$ cat config.mk
export PLATFORM = sky130hd
export DESIGN_NAME = cpu_top
export DESIGN_NICKNAME = d
export VERILOG_FILES = /design/src/hdl/isa_pkg.sv /design/src/hdl/trace_pkg.sv /design/src/hdl/cpu_top.sv /design/src/hdl/decode_stage.sv /design/src/hdl/execute_stage.sv /design/src/hdl/fetch_stage.sv /design/src/hdl/memory_stage.sv /design/src/hdl/retire_trace.sv
export SDC_FILE = /design/constraint.sdc
export NUM_CORES = 1
export LEC_CHECK = 0
export BUFFER_PORTS_ARGS = -buffer_cell sky130_fd_sc_hd__buf_2
export CAP_MARGIN = 30
export CORE_ASPECT_RATIO = 0.9
export CORE_UTILIZATION = 60
export DETAILED_ROUTE_END_ITERATION = 10
export PLACE_DENSITY = 0.75
export SLEW_MARGIN = 15
export SYNTH_ARGS = -nofsm -noshare
export SYNTH_HDL_FRONTEND = slang
export SYNTH_SLANG_ARGS = --single-unit
$ cat constraint.sdc
create_clock -name clk -period 4.1 [get_ports clk]
set_clock_uncertainty 0.1 [all_clocks]
set_input_delay 0.205 -clock clk [delete_from_list [all_inputs] [get_ports clk]]
set_output_delay 0.205 -clock clk [all_outputs]
set_load 0.05 [all_outputs]
$ cat src/hdl/isa_pkg.sv
////////////////////////////////////////////////////////////////////////////
// instruction set of the 16-bit core: widths, opcodes, fields and sizes
// imported by every pipeline stage that decodes or moves instructions
////////////////////////////////////////////////////////////////////////////
package isa_pkg;

    // data path and field widths
    localparam int WORD_W     = 16;
    localparam int INSTR_W    = 16;
    localparam int OP_W       = 3;
    localparam int REG_IDX_W  = 3;
    localparam int IMM_W      = 7;
    localparam int RAM_ADDR_W = 4;

    // storage sizes
    localparam int NUM_REGS  = 8;
    localparam int RAM_WORDS = 16;

    // field positions, lsb of each field
    // imm shares bits 6..0 with rs2
    localparam int OP_LSB  = 13;
    localparam int RD_LSB  = 10;
    localparam int RS1_LSB = 7;
    localparam int RS2_LSB = 4;
    localparam int IMM_LSB = 0;

    typedef logic [WORD_W-1:0]     word_t;
    typedef logic [INSTR_W-1:0]    instr_t;
    typedef logic [REG_IDX_W-1:0]  reg_idx_t;
    typedef logic [IMM_W-1:0]      imm_t;
    typedef logic [RAM_ADDR_W-1:0] ram_addr_t;

    typedef enum logic [OP_W-1:0] {
        OP_NOP  = 3'd0,
        OP_ADD  = 3'd1,
        OP_SUB  = 3'd2,
        OP_AND  = 3'd3,
        OP_XOR  = 3'd4,
        OP_ADDI = 3'd5,
        OP_LD   = 3'd6,
        OP_ST   = 3'd7
    } opcode_e;

    // ops that write rd at retire
    function automatic logic writes_rd(opcode_e op);
        return (op != OP_NOP) && (op != OP_ST);
    endfunction

    // ops that read rs1 as operand a
    function automatic logic reads_a(opcode_e op);
        return op != OP_NOP;
    endfunction

    // ops that read a second register, rs2 for alu ops, rd for st
    function automatic logic reads_b(opcode_e op);
        return (op == OP_ADD) || (op == OP_SUB) || (op == OP_AND) ||
               (op == OP_XOR) || (op == OP_ST);
    endfunction

endpackage

$ cat src/hdl/trace_pkg.sv
////////////////////////////////////////////////////////////////////////////
// retire trace record types: sequence id and record kind
////////////////////////////////////////////////////////////////////////////
package trace_pkg;

    // id width, wraps around after 256 instructions
    localparam int SEQ_ID_W     = 8;
    localparam int TRACE_KIND_W = 2;

    typedef logic [SEQ_ID_W-1:0] seq_id_t;

    // what a retired instruction did
    // TR_REG   register written, value is the result
    // TR_STORE ram written, value is the store data
    // TR_NONE  nop, nothing changed
    typedef enum logic [TRACE_KIND_W-1:0] {
        TR_NONE  = 2'd0,
        TR_REG   = 2'd1,
        TR_STORE = 2'd2
    } trace_kind_e;

endpackage

$ cat src/hdl/cpu_top.sv
////////////////////////////////////////////////////////////////////////////
// core top: fetch, decode, execute, memory and retire chained in order
////////////////////////////////////////////////////////////////////////////
`timescale 1ns/1ps

module cpu_top (
    input  logic                   clk,
    input  logic                   rst,
    input  logic                   instr_req,
    input  isa_pkg::instr_t        instr_data,
    output logic                   instr_ack,
    output logic                   trace_valid,
    output trace_pkg::seq_id_t     trace_id,
    output trace_pkg::trace_kind_e trace_kind,
    output isa_pkg::reg_idx_t      trace_rd,
    output isa_pkg::word_t         trace_value
);
    import isa_pkg::*;
    import trace_pkg::*;

    // fetch to decode
    logic     f_valid, stall;
    seq_id_t  f_id;
    instr_t   f_instr;
    // decode to execute
    logic     d_valid;
    seq_id_t  d_id;
    opcode_e  d_op;
    reg_idx_t d_rd;
    word_t    d_a, d_b;
    imm_t     d_imm;
    // execute to memory
    logic     e_valid, ex_busy;
    seq_id_t  e_id;
    opcode_e  e_op;
    reg_idx_t e_rd, ex_busy_rd;
    word_t    e_result, e_store_data;
    // memory to retire
    logic     m_valid, mem_busy;
    seq_id_t  m_id;
    opcode_e  m_op;
    reg_idx_t m_rd, mem_busy_rd;
    word_t    m_value;
    // write-back
    logic     wb_en;
    reg_idx_t wb_idx;
    word_t    wb_data;

    fetch_stage u_fetch (
        .clk, .rst, .instr_req, .instr_data, .instr_ack, .stall,
        .f_valid, .f_id, .f_instr
    );

    decode_stage u_decode (
        .clk, .rst, .f_valid, .f_id, .f_instr, .stall,
        .wb_en, .wb_idx, .wb_data,
        .ex_busy_rd, .mem_busy_rd, .ex_busy, .mem_busy,
        .d_valid, .d_id, .d_op, .d_rd, .d_a, .d_b, .d_imm
    );

    execute_stage u_execute (
        .clk, .rst, .d_valid, .d_id, .d_op, .d_rd, .d_a, .d_b, .d_imm,
        .ex_busy, .ex_busy_rd,
        .e_valid, .e_id, .e_op, .e_rd, .e_result, .e_store_data
    );

    memory_stage u_memory (
        .clk, .rst, .e_valid, .e_id, .e_op, .e_rd, .e_result, .e_store_data,
        .mem_busy, .mem_busy_rd,
        .m_valid, .m_id, .m_op, .m_rd, .m_value
    );

    retire_trace u_retire (
        .clk, .rst, .m_valid, .m_id, .m_op, .m_rd, .m_value,
        .wb_en, .wb_idx, .wb_data,
        .trace_valid, .trace_id, .trace_kind, .trace_rd, .trace_value
    );

endmodule

$ cat src/hdl/decode_stage.sv
////////////////////////////////////////////////////////////////////////////
// decode stage with field split, register file with write-through, hazard
// interlock and the decode/execute pipeline register
////////////////////////////////////////////////////////////////////////////
`timescale 1ns/1ps

module decode_stage (
    input  logic               clk,
    input  logic               rst,
    input  logic               f_valid,
    input  trace_pkg::seq_id_t f_id,
    input  isa_pkg::instr_t    f_instr,
    output logic               stall,
    input  logic               wb_en,
    input  isa_pkg::reg_idx_t  wb_idx,
    input  isa_pkg::word_t     wb_data,
    input  isa_pkg::reg_idx_t  ex_busy_rd,
    input  isa_pkg::reg_idx_t  mem_busy_rd,
    input  logic               ex_busy,
    input  logic               mem_busy,
    output logic               d_valid,
    output trace_pkg::seq_id_t d_id,
    output isa_pkg::opcode_e   d_op,
    output isa_pkg::reg_idx_t  d_rd,
    output isa_pkg::word_t     d_a,
    output isa_pkg::word_t     d_b,
    output isa_pkg::imm_t      d_imm
);
    import isa_pkg::*;

    word_t    regs [NUM_REGS];
    opcode_e  op;
    reg_idx_t rd;
    reg_idx_t rs1;
    reg_idx_t rs2;
    reg_idx_t src_b;
    imm_t     imm;
    word_t    val_a;
    word_t    val_b;
    logic     hz_a;
    logic     hz_b;

    ////////////////////////////////////////////////////////////////////////////
    // field split
    ////////////////////////////////////////////////////////////////////////////
    assign op  = opcode_e'(f_instr[OP_LSB +: OP_W]);
    assign rd  = f_instr[RD_LSB +: REG_IDX_W];
    assign rs1 = f_instr[RS1_LSB +: REG_IDX_W];
    assign rs2 = f_instr[RS2_LSB +: REG_IDX_W];
    assign imm = f_instr[IMM_LSB +: IMM_W];

    // st sends rd out as store data, so it takes the b port
    assign src_b = (op == OP_ST) ? rd : rs2;

    ////////////////////////////////////////////////////////////////////////////
    // register file
    ////////////////////////////////////////////////////////////////////////////
    // retire write lands this cycle, so bypass it onto the read ports
    assign val_a = (wb_en && (wb_idx == rs1)) ? wb_data : regs[rs1];
    assign val_b = (wb_en && (wb_idx == src_b)) ? wb_data : regs[src_b];

    always_ff @(posedge clk) begin
        if (rst) begin
            for (int i = 0; i < NUM_REGS; i++) begin
                regs[i] <= '0;
            end
        end else if (wb_en) begin
            regs[wb_idx] <= wb_data;
        end
    end

    ////////////////////////////////////////////////////////////////////////////
    // interlock
    ////////////////////////////////////////////////////////////////////////////
    // a source matching a pending writer in execute or memory must wait
    // the retire slot needs no wait thanks to the write-through above
    assign hz_a = reads_a(op) &&
                  ((ex_busy && (ex_busy_rd == rs1)) || (mem_busy && (mem_busy_rd == rs1)));
    assign hz_b = reads_b(op) &&
                  ((ex_busy && (ex_busy_rd == src_b)) || (mem_busy && (mem_busy_rd == src_b)));
    assign stall = f_valid && (hz_a || hz_b);

    // issue the instruction or a bubble while stalled
    always_ff @(posedge clk) begin
        if (rst) begin
            d_valid <= 1'b0;
        end else begin
            d_valid <= f_valid && !stall;
        end
    end

    // decode/execute payload
    always_ff @(posedge clk) begin
        d_id  <= f_id;
        d_op  <= op;
        d_rd  <= rd;
        d_a   <= val_a;
        d_b   <= val_b;
        d_imm <= imm;
    end

    // a stalled instruction waits in fetch and nothing issues in its place
    a_no_issue_on_stall: assert property (@(posedge clk) disable iff (rst)
        stall |=> f_valid && $stable(f_id) && !d_valid)
        else $error("stalled instruction was issued or left fetch");

endmodule

$ cat src/hdl/execute_stage.sv
////////////////////////////////////////////////////////////////////////////
// execute: alu and load/store address generation, execute/memory register
////////////////////////////////////////////////////////////////////////////
`timescale 1ns/1ps

module execute_stage (
    input  logic               clk,
    input  logic               rst,
    input  logic               d_valid,
    input  trace_pkg::seq_id_t d_id,
    input  isa_pkg::opcode_e   d_op,
    input  isa_pkg::reg_idx_t  d_rd,
    input  isa_pkg::word_t     d_a,
    input  isa_pkg::word_t     d_b,
    input  isa_pkg::imm_t      d_imm,
    output logic               ex_busy,
    output isa_pkg::reg_idx_t  ex_busy_rd,
    output logic               e_valid,
    output trace_pkg::seq_id_t e_id,
    output isa_pkg::opcode_e   e_op,
    output isa_pkg::reg_idx_t  e_rd,
    output isa_pkg::word_t     e_result,
    output isa_pkg::word_t     e_store_data
);
    import isa_pkg::*;

    word_t imm_ext;
    word_t alu;

    // sign-extend the 7-bit immediate
    assign imm_ext = {{(WORD_W-IMM_W){d_imm[IMM_W-1]}}, d_imm};

    always_comb begin
        case (d_op)
            OP_ADD:  alu = d_a + d_b;
            OP_SUB:  alu = d_a - d_b;
            OP_AND:  alu = d_a & d_b;
            OP_XOR:  alu = d_a ^ d_b;
            // addi result, or effective address for ld and st
            OP_ADDI, OP_LD, OP_ST: alu = d_a + imm_ext;
            default: alu = '0;
        endcase
    end

    // pending destination for the decode interlock
    assign ex_busy    = d_valid && writes_rd(d_op);
    assign ex_busy_rd = d_rd;

    always_ff @(posedge clk) begin
        if (rst) begin
            e_valid <= 1'b0;
        end else begin
            e_valid <= d_valid;
        end
    end

    always_ff @(posedge clk) begin
        e_id         <= d_id;
        e_op         <= d_op;
        e_rd         <= d_rd;
        e_result     <= alu;
        e_store_data <= d_b;
    end

endmodule

$ cat src/hdl/fetch_stage.sv
////////////////////////////////////////////////////////////////////////////
// four-phase instruction acceptor, tags each instruction with a sequence id
// and holds it until decode takes it
////////////////////////////////////////////////////////////////////////////
`timescale 1ns/1ps

module fetch_stage (
    input  logic               clk,
    input  logic               rst,
    input  logic               instr_req,
    input  isa_pkg::instr_t    instr_data,
    output logic               instr_ack,
    input  logic               stall,
    output logic               f_valid,
    output trace_pkg::seq_id_t f_id,
    output isa_pkg::instr_t    f_instr
);
    import trace_pkg::*;

    typedef enum logic {
        WAIT_REQ,
        WAIT_DROP
    } fetch_state_e;

    fetch_state_e state;
    seq_id_t      next_id;
    logic         take;

    // capture only when the holding register is free or leaving this cycle
    assign take      = (state == WAIT_REQ) && instr_req && !stall;
    // ack is high for the whole second half of the handshake
    assign instr_ack = (state == WAIT_DROP);

    always_ff @(posedge clk) begin
        if (rst) begin
            state   <= WAIT_REQ;
            f_valid <= 1'b0;
            next_id <= '0;
        end else begin
            case (state)
                WAIT_REQ: begin
                    if (take) begin
                        state <= WAIT_DROP;
                    end
                end
                WAIT_DROP: begin
                    // source dropped req, release ack
                    if (!instr_req) begin
                        state <= WAIT_REQ;
                    end
                end
                default: state <= WAIT_REQ;
            endcase
            // holding register fills on capture, empties when decode moves on
            if (take) begin
                f_valid <= 1'b1;
                next_id <= next_id + 1'b1;
            end else if (!stall) begin
                f_valid <= 1'b0;
            end
        end
    end

    // instruction payload and its id
    always_ff @(posedge clk) begin
        if (take) begin
            f_instr <= instr_data;
            f_id    <= next_id;
        end
    end

    // the source must drop req before ack may fall
    a_ack_fall: assert property (@(posedge clk) disable iff (rst)
        $fell(instr_ack) |-> !instr_req)
        else $error("instr_ack fell while instr_req was high");

endmodule

$ cat src/hdl/memory_stage.sv
////////////////////////////////////////////////////////////////////////////
// memory: 16-word data ram for ld and st, memory/retire register
////////////////////////////////////////////////////////////////////////////
`timescale 1ns/1ps

module memory_stage (
    input  logic               clk,
    input  logic               rst,
    input  logic               e_valid,
    input  trace_pkg::seq_id_t e_id,
    input  isa_pkg::opcode_e   e_op,
    input  isa_pkg::reg_idx_t  e_rd,
    input  isa_pkg::word_t     e_result,
    input  isa_pkg::word_t     e_store_data,
    output logic               mem_busy,
    output isa_pkg::reg_idx_t  mem_busy_rd,
    output logic               m_valid,
    output trace_pkg::seq_id_t m_id,
    output isa_pkg::opcode_e   m_op,
    output isa_pkg::reg_idx_t  m_rd,
    output isa_pkg::word_t     m_value
);
    import isa_pkg::*;

    word_t     ram [RAM_WORDS];
    ram_addr_t addr;

    // address wraps inside the 16 words
    assign addr = e_result[RAM_ADDR_W-1:0];

    assign mem_busy    = e_valid && writes_rd(e_op);
    assign mem_busy_rd = e_rd;

    // data ram, cleared with the core
    always_ff @(posedge clk) begin
        if (rst) begin
            for (int i = 0; i < RAM_WORDS; i++) begin
                ram[i] <= '0;
            end
        end else if (e_valid && (e_op == OP_ST)) begin
            ram[addr] <= e_store_data;
        end
    end

    always_ff @(posedge clk) begin
        if (rst) begin
            m_valid <= 1'b0;
        end else begin
            m_valid <= e_valid;
        end
    end

    // loads read ram, stores report their data, alu results pass through
    always_ff @(posedge clk) begin
        m_id <= e_id;
        m_op <= e_op;
        m_rd <= e_rd;
        case (e_op)
            OP_LD:   m_value <= ram[addr];
            OP_ST:   m_value <= e_store_data;
            default: m_value <= e_result;
        endcase
    end

endmodule

$ cat src/hdl/retire_trace.sv
////////////////////////////////////////////////////////////////////////////
// retire: register write-back and one trace record per retired instruction
////////////////////////////////////////////////////////////////////////////
`timescale 1ns/1ps

module retire_trace (
    input  logic                   clk,
    input  logic                   rst,
    input  logic                   m_valid,
    input  trace_pkg::seq_id_t     m_id,
    input  isa_pkg::opcode_e       m_op,
    input  isa_pkg::reg_idx_t      m_rd,
    input  isa_pkg::word_t         m_value,
    output logic                   wb_en,
    output isa_pkg::reg_idx_t      wb_idx,
    output isa_pkg::word_t         wb_data,
    output logic                   trace_valid,
    output trace_pkg::seq_id_t     trace_id,
    output trace_pkg::trace_kind_e trace_kind,
    output isa_pkg::reg_idx_t      trace_rd,
    output isa_pkg::word_t         trace_value
);
    import isa_pkg::*;
    import trace_pkg::*;

    seq_id_t     exp_id;
    trace_kind_e kind;

    // write-back goes straight to the register file this cycle
    assign wb_en   = m_valid && writes_rd(m_op);
    assign wb_idx  = m_rd;
    assign wb_data = m_value;

    assign kind = writes_rd(m_op) ? TR_REG :
                  (m_op == OP_ST) ? TR_STORE : TR_NONE;

    // record strobe and the next id expected to retire
    always_ff @(posedge clk) begin
        if (rst) begin
            trace_valid <= 1'b0;
            exp_id      <= '0;
        end else begin
            trace_valid <= m_valid;
            if (m_valid) begin
                exp_id <= exp_id + 1'b1;
            end
        end
    end

    always_ff @(posedge clk) begin
        trace_id    <= m_id;
        trace_kind  <= kind;
        trace_rd    <= m_rd;
        trace_value <= m_value;
    end

    // ids assigned at fetch must come back in order with no gaps
    a_in_order: assert property (@(posedge clk) disable iff (rst)
        m_valid |-> (m_id == exp_id))
        else $error("retired id %0d, expected %0d", m_id, exp_id);

endmodule

* After elaboration in Yosys (flattened, before gate mapping)
Memories as Yosys holds them, arrays and structs flattened. A register that Yosys moved wholly into a read port is not among the register bits.
Cells that the tools add are included.
** Word-level totals
- Register bits :: 196
- Bits in latches :: 0
- Memory bits (read-only) :: 0
- Output and inout bits :: 31
- Memories :: 2
- RAM bits :: 384
- Input port bits :: 19
** Memory list
- u_memory.ram :: words 16, bits a word 16, read ports 1, clocked after memory_dff 1, write ports 16, line memory_stage.sv:25 : word_t ram [RAM_WORDS];
- u_decode.regs :: words 8, bits a word 16, read ports 2, clocked after memory_dff 1, write ports 8, line decode_stage.sv:31 : word_t regs [NUM_REGS];
** Cells by class
- Divide/modulo/power cells :: 0
- $lt $le $gt $ge :: 0
- Add/sub/neg operators :: 4
- Multiplexer cells :: 26
- Shift-type cells :: 0
- Bitwise logic cells :: 3
- Eq/ne operators :: 25
- Reduce and logical (&&, ||, !) cells :: 34
- Multiply operators :: 0
** Operators by type and width (number)
- 16-bit case mux with 5 select lines :: 1
- 16-bit 2-to-1 mux :: 4
- 16-bit adder :: 2
- 16-bit case mux with 2 select lines :: 1
- 16-bit OR reduction :: 2
- 3-bit == test (second input constant) :: 9
- 1-bit logical AND :: 19
- 3-bit == test :: 6
- 16-bit AND :: 1
- 16-bit subtractor :: 1
- 16-bit XOR :: 1
- 1-bit 2-to-1 mux :: 14
- 3-bit by 2-bit == test with 1-bit output (second input constant) :: 4
- 3-bit nonzero test :: 4
- 3-bit 2-to-1 mux :: 3
- 3-bit inequality test (second input constant) :: 3
- 8-bit by 1-bit adder with 8-bit output (second input constant) :: 1
- 1-bit logical OR :: 7
- 3-bit by 1-bit == test with 1-bit output (second input constant) :: 2
- 4-bit 2-to-1 mux :: 1
- 3-bit OR reduction :: 1
- 2-bit 2-to-1 mux :: 1
- 2-bit inequality test (second input constant) :: 1
- 1-bit case mux with 2 select lines :: 1
- 2 further kinds :: 2

* Depth between registers and ports, before layout
Gate-level depths: netlist (run 1).
- Word-level depth :: 12
- Depth in mapped cells :: 16
- Depth with buffers taken out :: 16

* Hierarchy
A second synthesis (run 1) with hierarchy kept.
** Unflattened totals
- Cell total of the unflattened synthesis :: 2117
- Area, all modules :: 27626.5 sq um
** By module, submodules not included
- memory_stage :: instances 1, area an instance 12712.2 sq um, seq. area each 8308.0 sq um, cells an instance 823
- decode_stage :: instances 1, area an instance 10072.2 sq um, seq. area each 4924.7 sq um, cells an instance 839
- execute_stage :: instances 1, area an instance 2915.3 sq um, seq. area each 940.9 sq um, cells an instance 331
- fetch_stage :: instances 1, area an instance 1144.8 sq um, seq. area each 920.9 sq um, cells an instance 70
- retire_trace :: instances 1, area an instance 782.0 sq um, seq. area each 600.6 sq um, cells an instance 54

* Worst setup path before layout (run 1)
No wires, ideal clock.
- Path type :: reg2reg
- Start point :: register u_decode.d_b[1]
- End point :: register u_execute.e_result[15]
- Buffers on the path :: 0
- Data arrival time :: 3381 ps
- Cell stages (with the launch flop) :: 17
- Library setup time :: 95 ps
- Setup slack :: 523 ps
- Path through :: dfxtp_1 -> inv_1 -> ha_1 -> nor3b_1 -> nand3_1 -> or3_1 -> nor3_1 -> a21oi_1 -> nor2_1 -> a21oi_1 -> ha_1 -> a21oi_1 -> nor2b_1 -> a2111o_1 -> a31oi_1 -> xnor2_1 -> a221oi_1
** On the way
- Word-level cells in the longest chain between the ends :: 2
- Elaborated cells on any way between the ends :: 3
** RTL lines
- start: declaration :: line decode_stage.sv:26 : output isa_pkg::word_t d_b,
- start signal: assignment :: line decode_stage.sv:98 : d_b <= val_b;
- 16-bit subtractor / 16-bit adder (equally long branches) :: line execute_stage.sv:36, execute_stage.sv:35
- 16-bit case mux with 5 select lines (*) :: line execute_stage.sv:34 : case (d_op)
- named net u_execute.alu[15] :: line execute_stage.sv:28 : word_t alu;
- end signal: assignment :: line execute_stage.sv:61 : e_result <= alu;
- end: declaration :: line execute_stage.sv:22 : output isa_pkg::word_t e_result,
Mark *: on every way through the listed nets, which the timed path passes. The rest lies on a longest branch.
A chain may end at the register's enable or synchronous reset.

* Worst setup path in the final report (run 1)
- Start point :: register u_decode.d_b[3]
- End point :: register u_execute.e_result[13]
The elaborated chain is that of the path after synthesis.

==> results of run 1 <==
[registers in the layout (all words and copies together) (netlist names), 16 cells and up, named ones only]
name                    count
u_decode.d_b               16
u_execute.e_result         16
u_retire.trace_value       16
u_execute.e_store_data     16
u_fetch.f_instr            16
u_decode.d_a               16
u_memory.m_value           16
u_memory.ram              256
u_decode.regs             128
[layout make-up]
cell class	count	area, um^2
inverters	10	37.5
well taps	547	684
flip-flops and latches	583	15800
clock buffers	76	1590
repair buffers	125	898
fillers	2914	13300
clock inverters	30	258
multi-input cells	1272	9650
[critical path, cell delays in order, from the launching register on]
cell	delay (ns)
dfxtp_1	0.37
or4_1	0.61
nor2_1	0.16
nor2_1	0.06
o32ai_1	0.23
a21oi_1	0.11
ha_1	0.37
nand2_1	0.09
or4_1	0.59
a31oi_1	0.32
and4_1	0.27
a2111oi_2	0.06
xor2_1	0.16
a221oi_1	0.27
[cells by family after synthesis]
group	Yosys count
compound gates	215
xor+xnor	37
fa+ha+maj	37
buf+inv	139
flops	583
mux	153
simple gates	830
[metal layers]
layer  routed length [um]  up-vias
met3                 5420       89
met5                    0        -
met1                27100     8269
met4                 1140        0
li1                     -     7374
met2                29600      785
[per-stage QoR]
step	total power (W)	setup slack, ns	hold slack [ns]	cell area (um^2)
finish	0.0146	0.253	0.193	28900
global route	0.0151	0.0353	0.173	28900
CTS	0.0147	0.150	0.165	28900
detailed placement	0.00956	0.190	0.212	26800
global placement	0.00951	0.276	0.211	26800
floorplan	0.00871	0.523	0.188	25900
[layout by cell type (no fill, tap or decap), types with 4 or more instances in the layout]
| cell | n |
|---|---|
| nand3_1 | 46 |
| o32ai_1 | 4 |
| a21oi_1 | 57 |
| a31oi_1 | 34 |
| and3_1 | 24 |
| nor3_1 | 11 |
| nor2b_1 | 14 |
| clkinv_2 | 18 |
| ha_1 | 36 |
| edfxtp_1 | 408 |
| a221oi_1 | 7 |
| buf_2 | 49 |
| nand2_1 | 211 |
| dfxtp_1 | 172 |
| mux2_2 | 4 |
| o21a_1 | 4 |
| o21ai_0 | 42 |
| xor2_1 | 13 |
| mux2i_1 | 34 |
| nor2_1 | 70 |
| a211oi_1 | 10 |
| xnor2_1 | 24 |
| and2_1 | 387 |
| clkbuf_16 | 57 |
| or2_2 | 24 |
| inv_1 | 9 |
| nand4_1 | 4 |
| or4_1 | 5 |
| clkbuf_8 | 9 |
| a311oi_1 | 17 |
| dlygate4sd3_1 | 18 |
| o22a_1 | 8 |
| clkbuf_1 | 8 |
| o22ai_1 | 6 |
| a21o_1 | 5 |
| nand2b_1 | 10 |
| or3_1 | 8 |
| buf_4 | 55 |
| mux4_2 | 112 |
[final timing paths]
| path | from | end | slack, ns | depth (start not counted) |
|---|---|---|---|---|
| min | instr_data[12] | u_fetch.f_instr[12]$_DFFE_PP_ | 0.19 | 2 |
| max reg2reg | u_decode.d_b[3]$_DFF_P_ | u_execute.e_result[13]$_DFF_P_ | 0.25 | 13 |
| max | u_decode.d_b[3]$_DFF_P_ | u_execute.e_result[13]$_DFF_P_ | 0.25 | 13 |
| min reg2reg | u_memory.m_id[6]$_DFF_P_ | u_retire.trace_id[6]$_DFF_P_ | 0.22 | 0 |
[power by group through the flow]
stage / sequential, W / combinational, W / clock (W)
finish: 0.00721 / 0.00227 / 0.00516
floorplan: 0.00722 / 0.00149 / 0
global placement: 0.00731 / 0.00220 / 0
global route: 0.00727 / 0.00242 / 0.00541
CTS: 0.00721 / 0.00226 / 0.00520
detailed placement: 0.00733 / 0.00224 / 0
[what timing repair did]
item	4_1_cts	5_1_grt
endpoints found under the hold margin	23	0
hold buffers	18	0
gates resized for setup	0	5
buffers inserted	0	0
endpoints found under the setup margin	0	2
==> run_results.csv, run 1 <==
group,metric,value,unit
outcome,status,"completed",
synthesis,synth_top_family_by_area,"simple AND/OR/NAND/NOR gates",
critical_path,cp.arrival,4.26,ns
floorplanning,start_util,0.613,
clock_tree,cts_max_path_buffers,3,
critical_path,crit_required,4.52,ns
flow_run,drv_cap,0,
placement,place.gp.congestion,0.890,
synthesis,synth-edff-count,408,
route,dr_total_vias,16517,
floorplanning,dieArea,44000,um^2
clock_tree,cts.sinks,583,
synthesis,synth_simple_gate_area_frac,0.172,
clock_tree,root_buffer,"clkbuf_16",
power,p_clk_frac,0.353,
synthesis,synth-adder-area-share,0.0182,
floorplanning,floorplan.rows,71,
critical_path,cp-start-kind,"register",
critical_path,path_max_fanout,7,
timing,fin_tns_setup,0,ns
timing,maxSlewHeadroom,0.346,
power,internal_power,0.0106,W
floorplanning,ios,50,
floorplanning,core,42200,um^2
synthesis,ys_seq_area_frac,0.609,
min_path,hp-class,"input pin to register",
timing,fmax,260,MHz
clock_tree,cts_buffers,56,
timing,hold_viol,0,
route,via_per_inst,6.25,
critical_path,worstSetupEndpointType,"register",
power,p_leak,11.0,nW
timing,drv_slew,0,
power,peakVddDrop,0.460,mV
synthesis,ys_types,60,
power,power_density,507,nW/um^2
grt,antenna_found_initial,1,
floorplanning,die_h,199,um
synthesis,synth_cells,1994,
route,drc,0,
timing,tightestPinTransition,0.980,ns
grt,use_met3,0.0396,
final_layout,num_antenna_cells,0,
placement,dp.cells,2519,
timing,fin_crit_sh,0.938,
synthesis,synth.net_count,2050,
critical_path,crit_type,"register to register",
route,wirelength,63200,um
grt,first_global_vias,15927,
route,wl_per_cell,23.9,um
placement,dp_hpwl,40200,um
final_layout,fin_nets,2104,
route,dr.pass1.iters,5,
synthesis,synth-seq-cells,583,
synthesis,synth_most_common_cell,"edfxtp_1",
synthesis,yosys-top-cells-area,"edfxtp_1, dfxtp_1, mux4_2",
route,ant_nets,0,
power,switching_share,0.278,
synthesis,synth_area,25900,um^2
grt,grt.met1_usage,0.429,
power,net-switching-power,0.00408,W
synthesis,yosys_warnings,0,
final_layout,drive_gt1_frac,0.172,
timing,layout_min_cycle_time,3.85,ns
grt,grt_most_used_layer,"met2",
grt,use_met2,0.462,
placement,port_buffers,49,
power,seqPwrFrac,0.492,
synthesis,synth_flop_cell,"edfxtp_1",
grt,overflow,0,
floorplanning,die_w,221,um
grt,grt_pass1_wl,96000,um
final_layout,layout.cells.non_filler,2643,
synthesis,yosysTopAreaCellShare,0.473,
grt,grt_usage,0.292,
synthesis,synth_xor_area_frac,0.0125,
grt,grt_max_degree,70,
synthesis,synth_top_area_cell,"edfxtp_1",
final_layout,syn_to_final_growth,11.6,%
synthesis,synthMuxAreaShare,0.114,
timing,rsz0062_at_grt,"false",
route,drtIter0Drc,1856,
synthesis,synth_compound_area_frac,0.0533,
clock_tree,cts_max_level,2,
clock_tree,worstSkewPairLatency,0.63,ns
final_layout,utilization,0.684,
clock_tree,cts.clk_slew.worst_paths,0.06,ns
synthesis,avgSynthCellArea,13.0,um^2
power,pwr-share-comb,0.155,
clock_tree,tritoncts,"yes",
synthesis,synthArstFlopShare,0,
synthesis,synth.top_cells.by_count,"edfxtp_1, and2_1, nand2_1, dfxtp_1, mux4_2",
timing,setup_viol,0,
No activity file was read; power rests on OpenSTA's default activity.
==> inputs of run 2 (changes only) <==
- CORE_UTILIZATION: 60 -> 45
- PLACE_DENSITY: 0.75 -> 0.58
==> run 2 against run 1 <==
  * Wire length up 4.1%
  * Hold slack better by 0.0089 ns
  * Power rose by 2.7%
  * Sequential share of layout area down 0.94 points
  * Combinational power is essentially flat
  * Critical path type unchanged
  * First-iteration DRC count shrank 35%
  * Die area increased by 33%
==> run_results.csv, run 2 (synthesis gave the netlist of run 1 again) <==
group,metric,value,unit
final_layout,syn_to_final_growth,13.6,%
timing,tightestPinTransition,0.933,ns
outcome,status,"completed",
critical_path,r2r_setup_slack,0.23,ns
route,wl_per_cell,22.9,um
min_path,hp-class,"input pin to register",
critical_path,worstSetupEndpointType,"register",
clock_tree,tritoncts,"yes",
clock_tree,cts.clk_slew.worst_paths,0.07,ns
route,wirelength,65800,um
critical_path,path_max_fanout,6,
route,wl_met3,3380,um
route,via_per_inst,5.52,
power,p_leak,11.0,nW
timing,fin_crit_sh,0.943,
min_path,worstHoldStart,"instr_data[12]",
placement,port_buffers,49,
power,p_clk_frac,0.369,
final_layout,drive_gt1_frac,0.178,
critical_path,cp_cell_sequence,"or4_1, nor2_1, nor2_1, o32ai_1, a21oi_1, ha_1, nand2_1, or4_1, a31oi_1, and4_1, a2111oi_2, xor2_1, a221oi_1",
grt,overflow,0,
clock_tree,cts_buffers,60,
placement,dp_hpwl,42300,um
critical_path,cp_slowest_stage_delay,0.59,ns
route,topRoutingLayerUsed,"met4",
clock_tree,worstSkewPairLatency,0.63,ns
final_layout,fin_nets,2110,
route,ant_nets,0,
power,power_density,512,nW/um^2
clock_tree,cts_max_path_buffers,3,
final_layout,utilization,0.516,
timing,drv_slew,0,
timing,hold_viol,0,
timing,layout_min_cycle_time,3.87,ns
critical_path,startpoint,"u_decode.d_b[0]$_DFF_P_",
power,switching_share,0.279,
power,pwr-share-comb,0.149,
placement,dp_worst_setup_slack,0.142,ns
power,seqPwrFrac,0.483,
route,drc,0,
critical_path,cp-start-kind,"register",
power,p_total,0.0150,W
floorplanning,dieArea,58500,um^2
floorplanning,ios,50,
timing,whs,0.202,ns
timing,fmax,259,MHz
final_layout,final_common_cell,"edfxtp_1",
critical_path,crit_type,"register to register",
grt,first_global_vias,16314,
floorplanning,die_w,255,um
critical_path,cp.arrival,4.29,ns
timing,maxSlewHeadroom,0.377,
floorplanning,floorplan.rows,83,
route,wl_met1,28900,um
floorplanning,core,56900,um^2
timing,finalWorstSetupSlack,0.235,ns
clock_tree,cts.sinks,583,
final_layout,num_antenna_cells,0,
final_layout,largest_registers,"u_memory.ram (256), u_decode.regs (128)",
grt,grt_max_degree,66,
grt,antenna_found_initial,1,
power,net-switching-power,0.00420,W
clock_tree,root_buffer,"clkbuf_16",
final_layout,layout_common_cells,"edfxtp_1, and2_1, nand2_1",
route,drtIter0Drc,1200,
placement,place.gp.congestion,0.870,
clock_tree,cts_max_level,2,
critical_path,crit_required,4.53,ns
floorplanning,die_h,230,um
grt,grt_pass1_wl,101000,um
final_layout,top_register,"u_memory.ram",
power,internal_power,0.0108,W
route,dr_total_vias,15850,
route,dr.pass1.iters,5,
final_layout,largest_register_ffs,256,
critical_path,r2r_start,"u_decode.d_b[0]$_DFF_P_",
critical_path,slowest_stage,"or4_1",
grt,grt_usage,0.230,
timing,setup_viol,0,
flow_run,drv_cap,0,
route,wl_met2,32200,um
floorplanning,start_util,0.455,
power,peakVddDrop,0.365,mV
==> run 2: changes by cell type in the layout (fill, tap and decap cells not counted), moves of 2 or more <==
| cell | delta |
|---|---|
| clkbuf_16 | +8 |
| clkinv_1 | -2 |
| clkinv_4 | +2 |
| clkinvlp_4 | +6 |
| nor3_1 | -2 |
| nor3_2 | +2 |
==> run 2: cell type report <==
cell class              count  area (um^2)
clock inverters            31          248
inverters                  10         37.5
clock buffers              83         1790
fillers                  4849        27500
multi-input cells        1272         9650
repair buffers            127          941
flip-flops and latches    583        15800
well taps                 765          957
==> run 2: critical path: cells and delay by family (launching register included) <==
| kind | cells | cell delay [ns] |
|---|---|---|
| compound gates | 5 | 1.01 |
| fa+ha+maj | 1 | 0.38 |
| flops | 1 | 0.36 |
| xor+xnor | 1 | 0.16 |
| simple gates | 6 | 1.75 |
==> run 2: what timing repair did <==
action | in CTS | in global routing
buffers inserted | 0 | 0
hold buffers | 18 | 0
setup endpoints to repair | 0 | 2
resized for setup | 0 | 4
hold endpoints to repair | 26 | 0
==> run 2: routing by layer <==
metal | vias up | global-route usage
met5 | - | 0
met4 | 0 | 0.0653
met3 | 95 | 0.0265
met2 | 445 | 0.382
met1 | 7937 | 0.317
li1 | 7373 | -
==> run 2: power groups by stage <==
stage / logic, W / registers [W] / clock network [W]
6_report: 0.00224 / 0.00726 / 0.00555
2_1_floorplan: 0.00149 / 0.00722 / 0
4_1_cts: 0.00218 / 0.00732 / 0.00566
3_3_place_gp: 0.00207 / 0.00747 / 0
3_5_place_dp: 0.00215 / 0.00744 / 0
5_1_grt: 0.00240 / 0.00733 / 0.00588
==> run 2: path summary, 6_finish.rpt <==
path / end / depth (start not counted)
hold / removal: u_fetch.f_instr[12]$_DFFE_PP_ / 2
setup reg to reg: u_execute.e_result[13]$_DFF_P_ / 13
setup / recovery: u_execute.e_result[13]$_DFF_P_ / 13
hold reg to reg: u_memory.m_id[4]$_DFF_P_ / 0
==> run 2: per-stage QoR <==
step	std cells	setup TNS, ns	cell area, um^2
floorplan	1994	0	25900
global placement	2736	0	27100
finish	2871	0	29400
detailed placement	2738	0	27100
CTS	2870	0	29300
global route	2871	-0.00180	29400
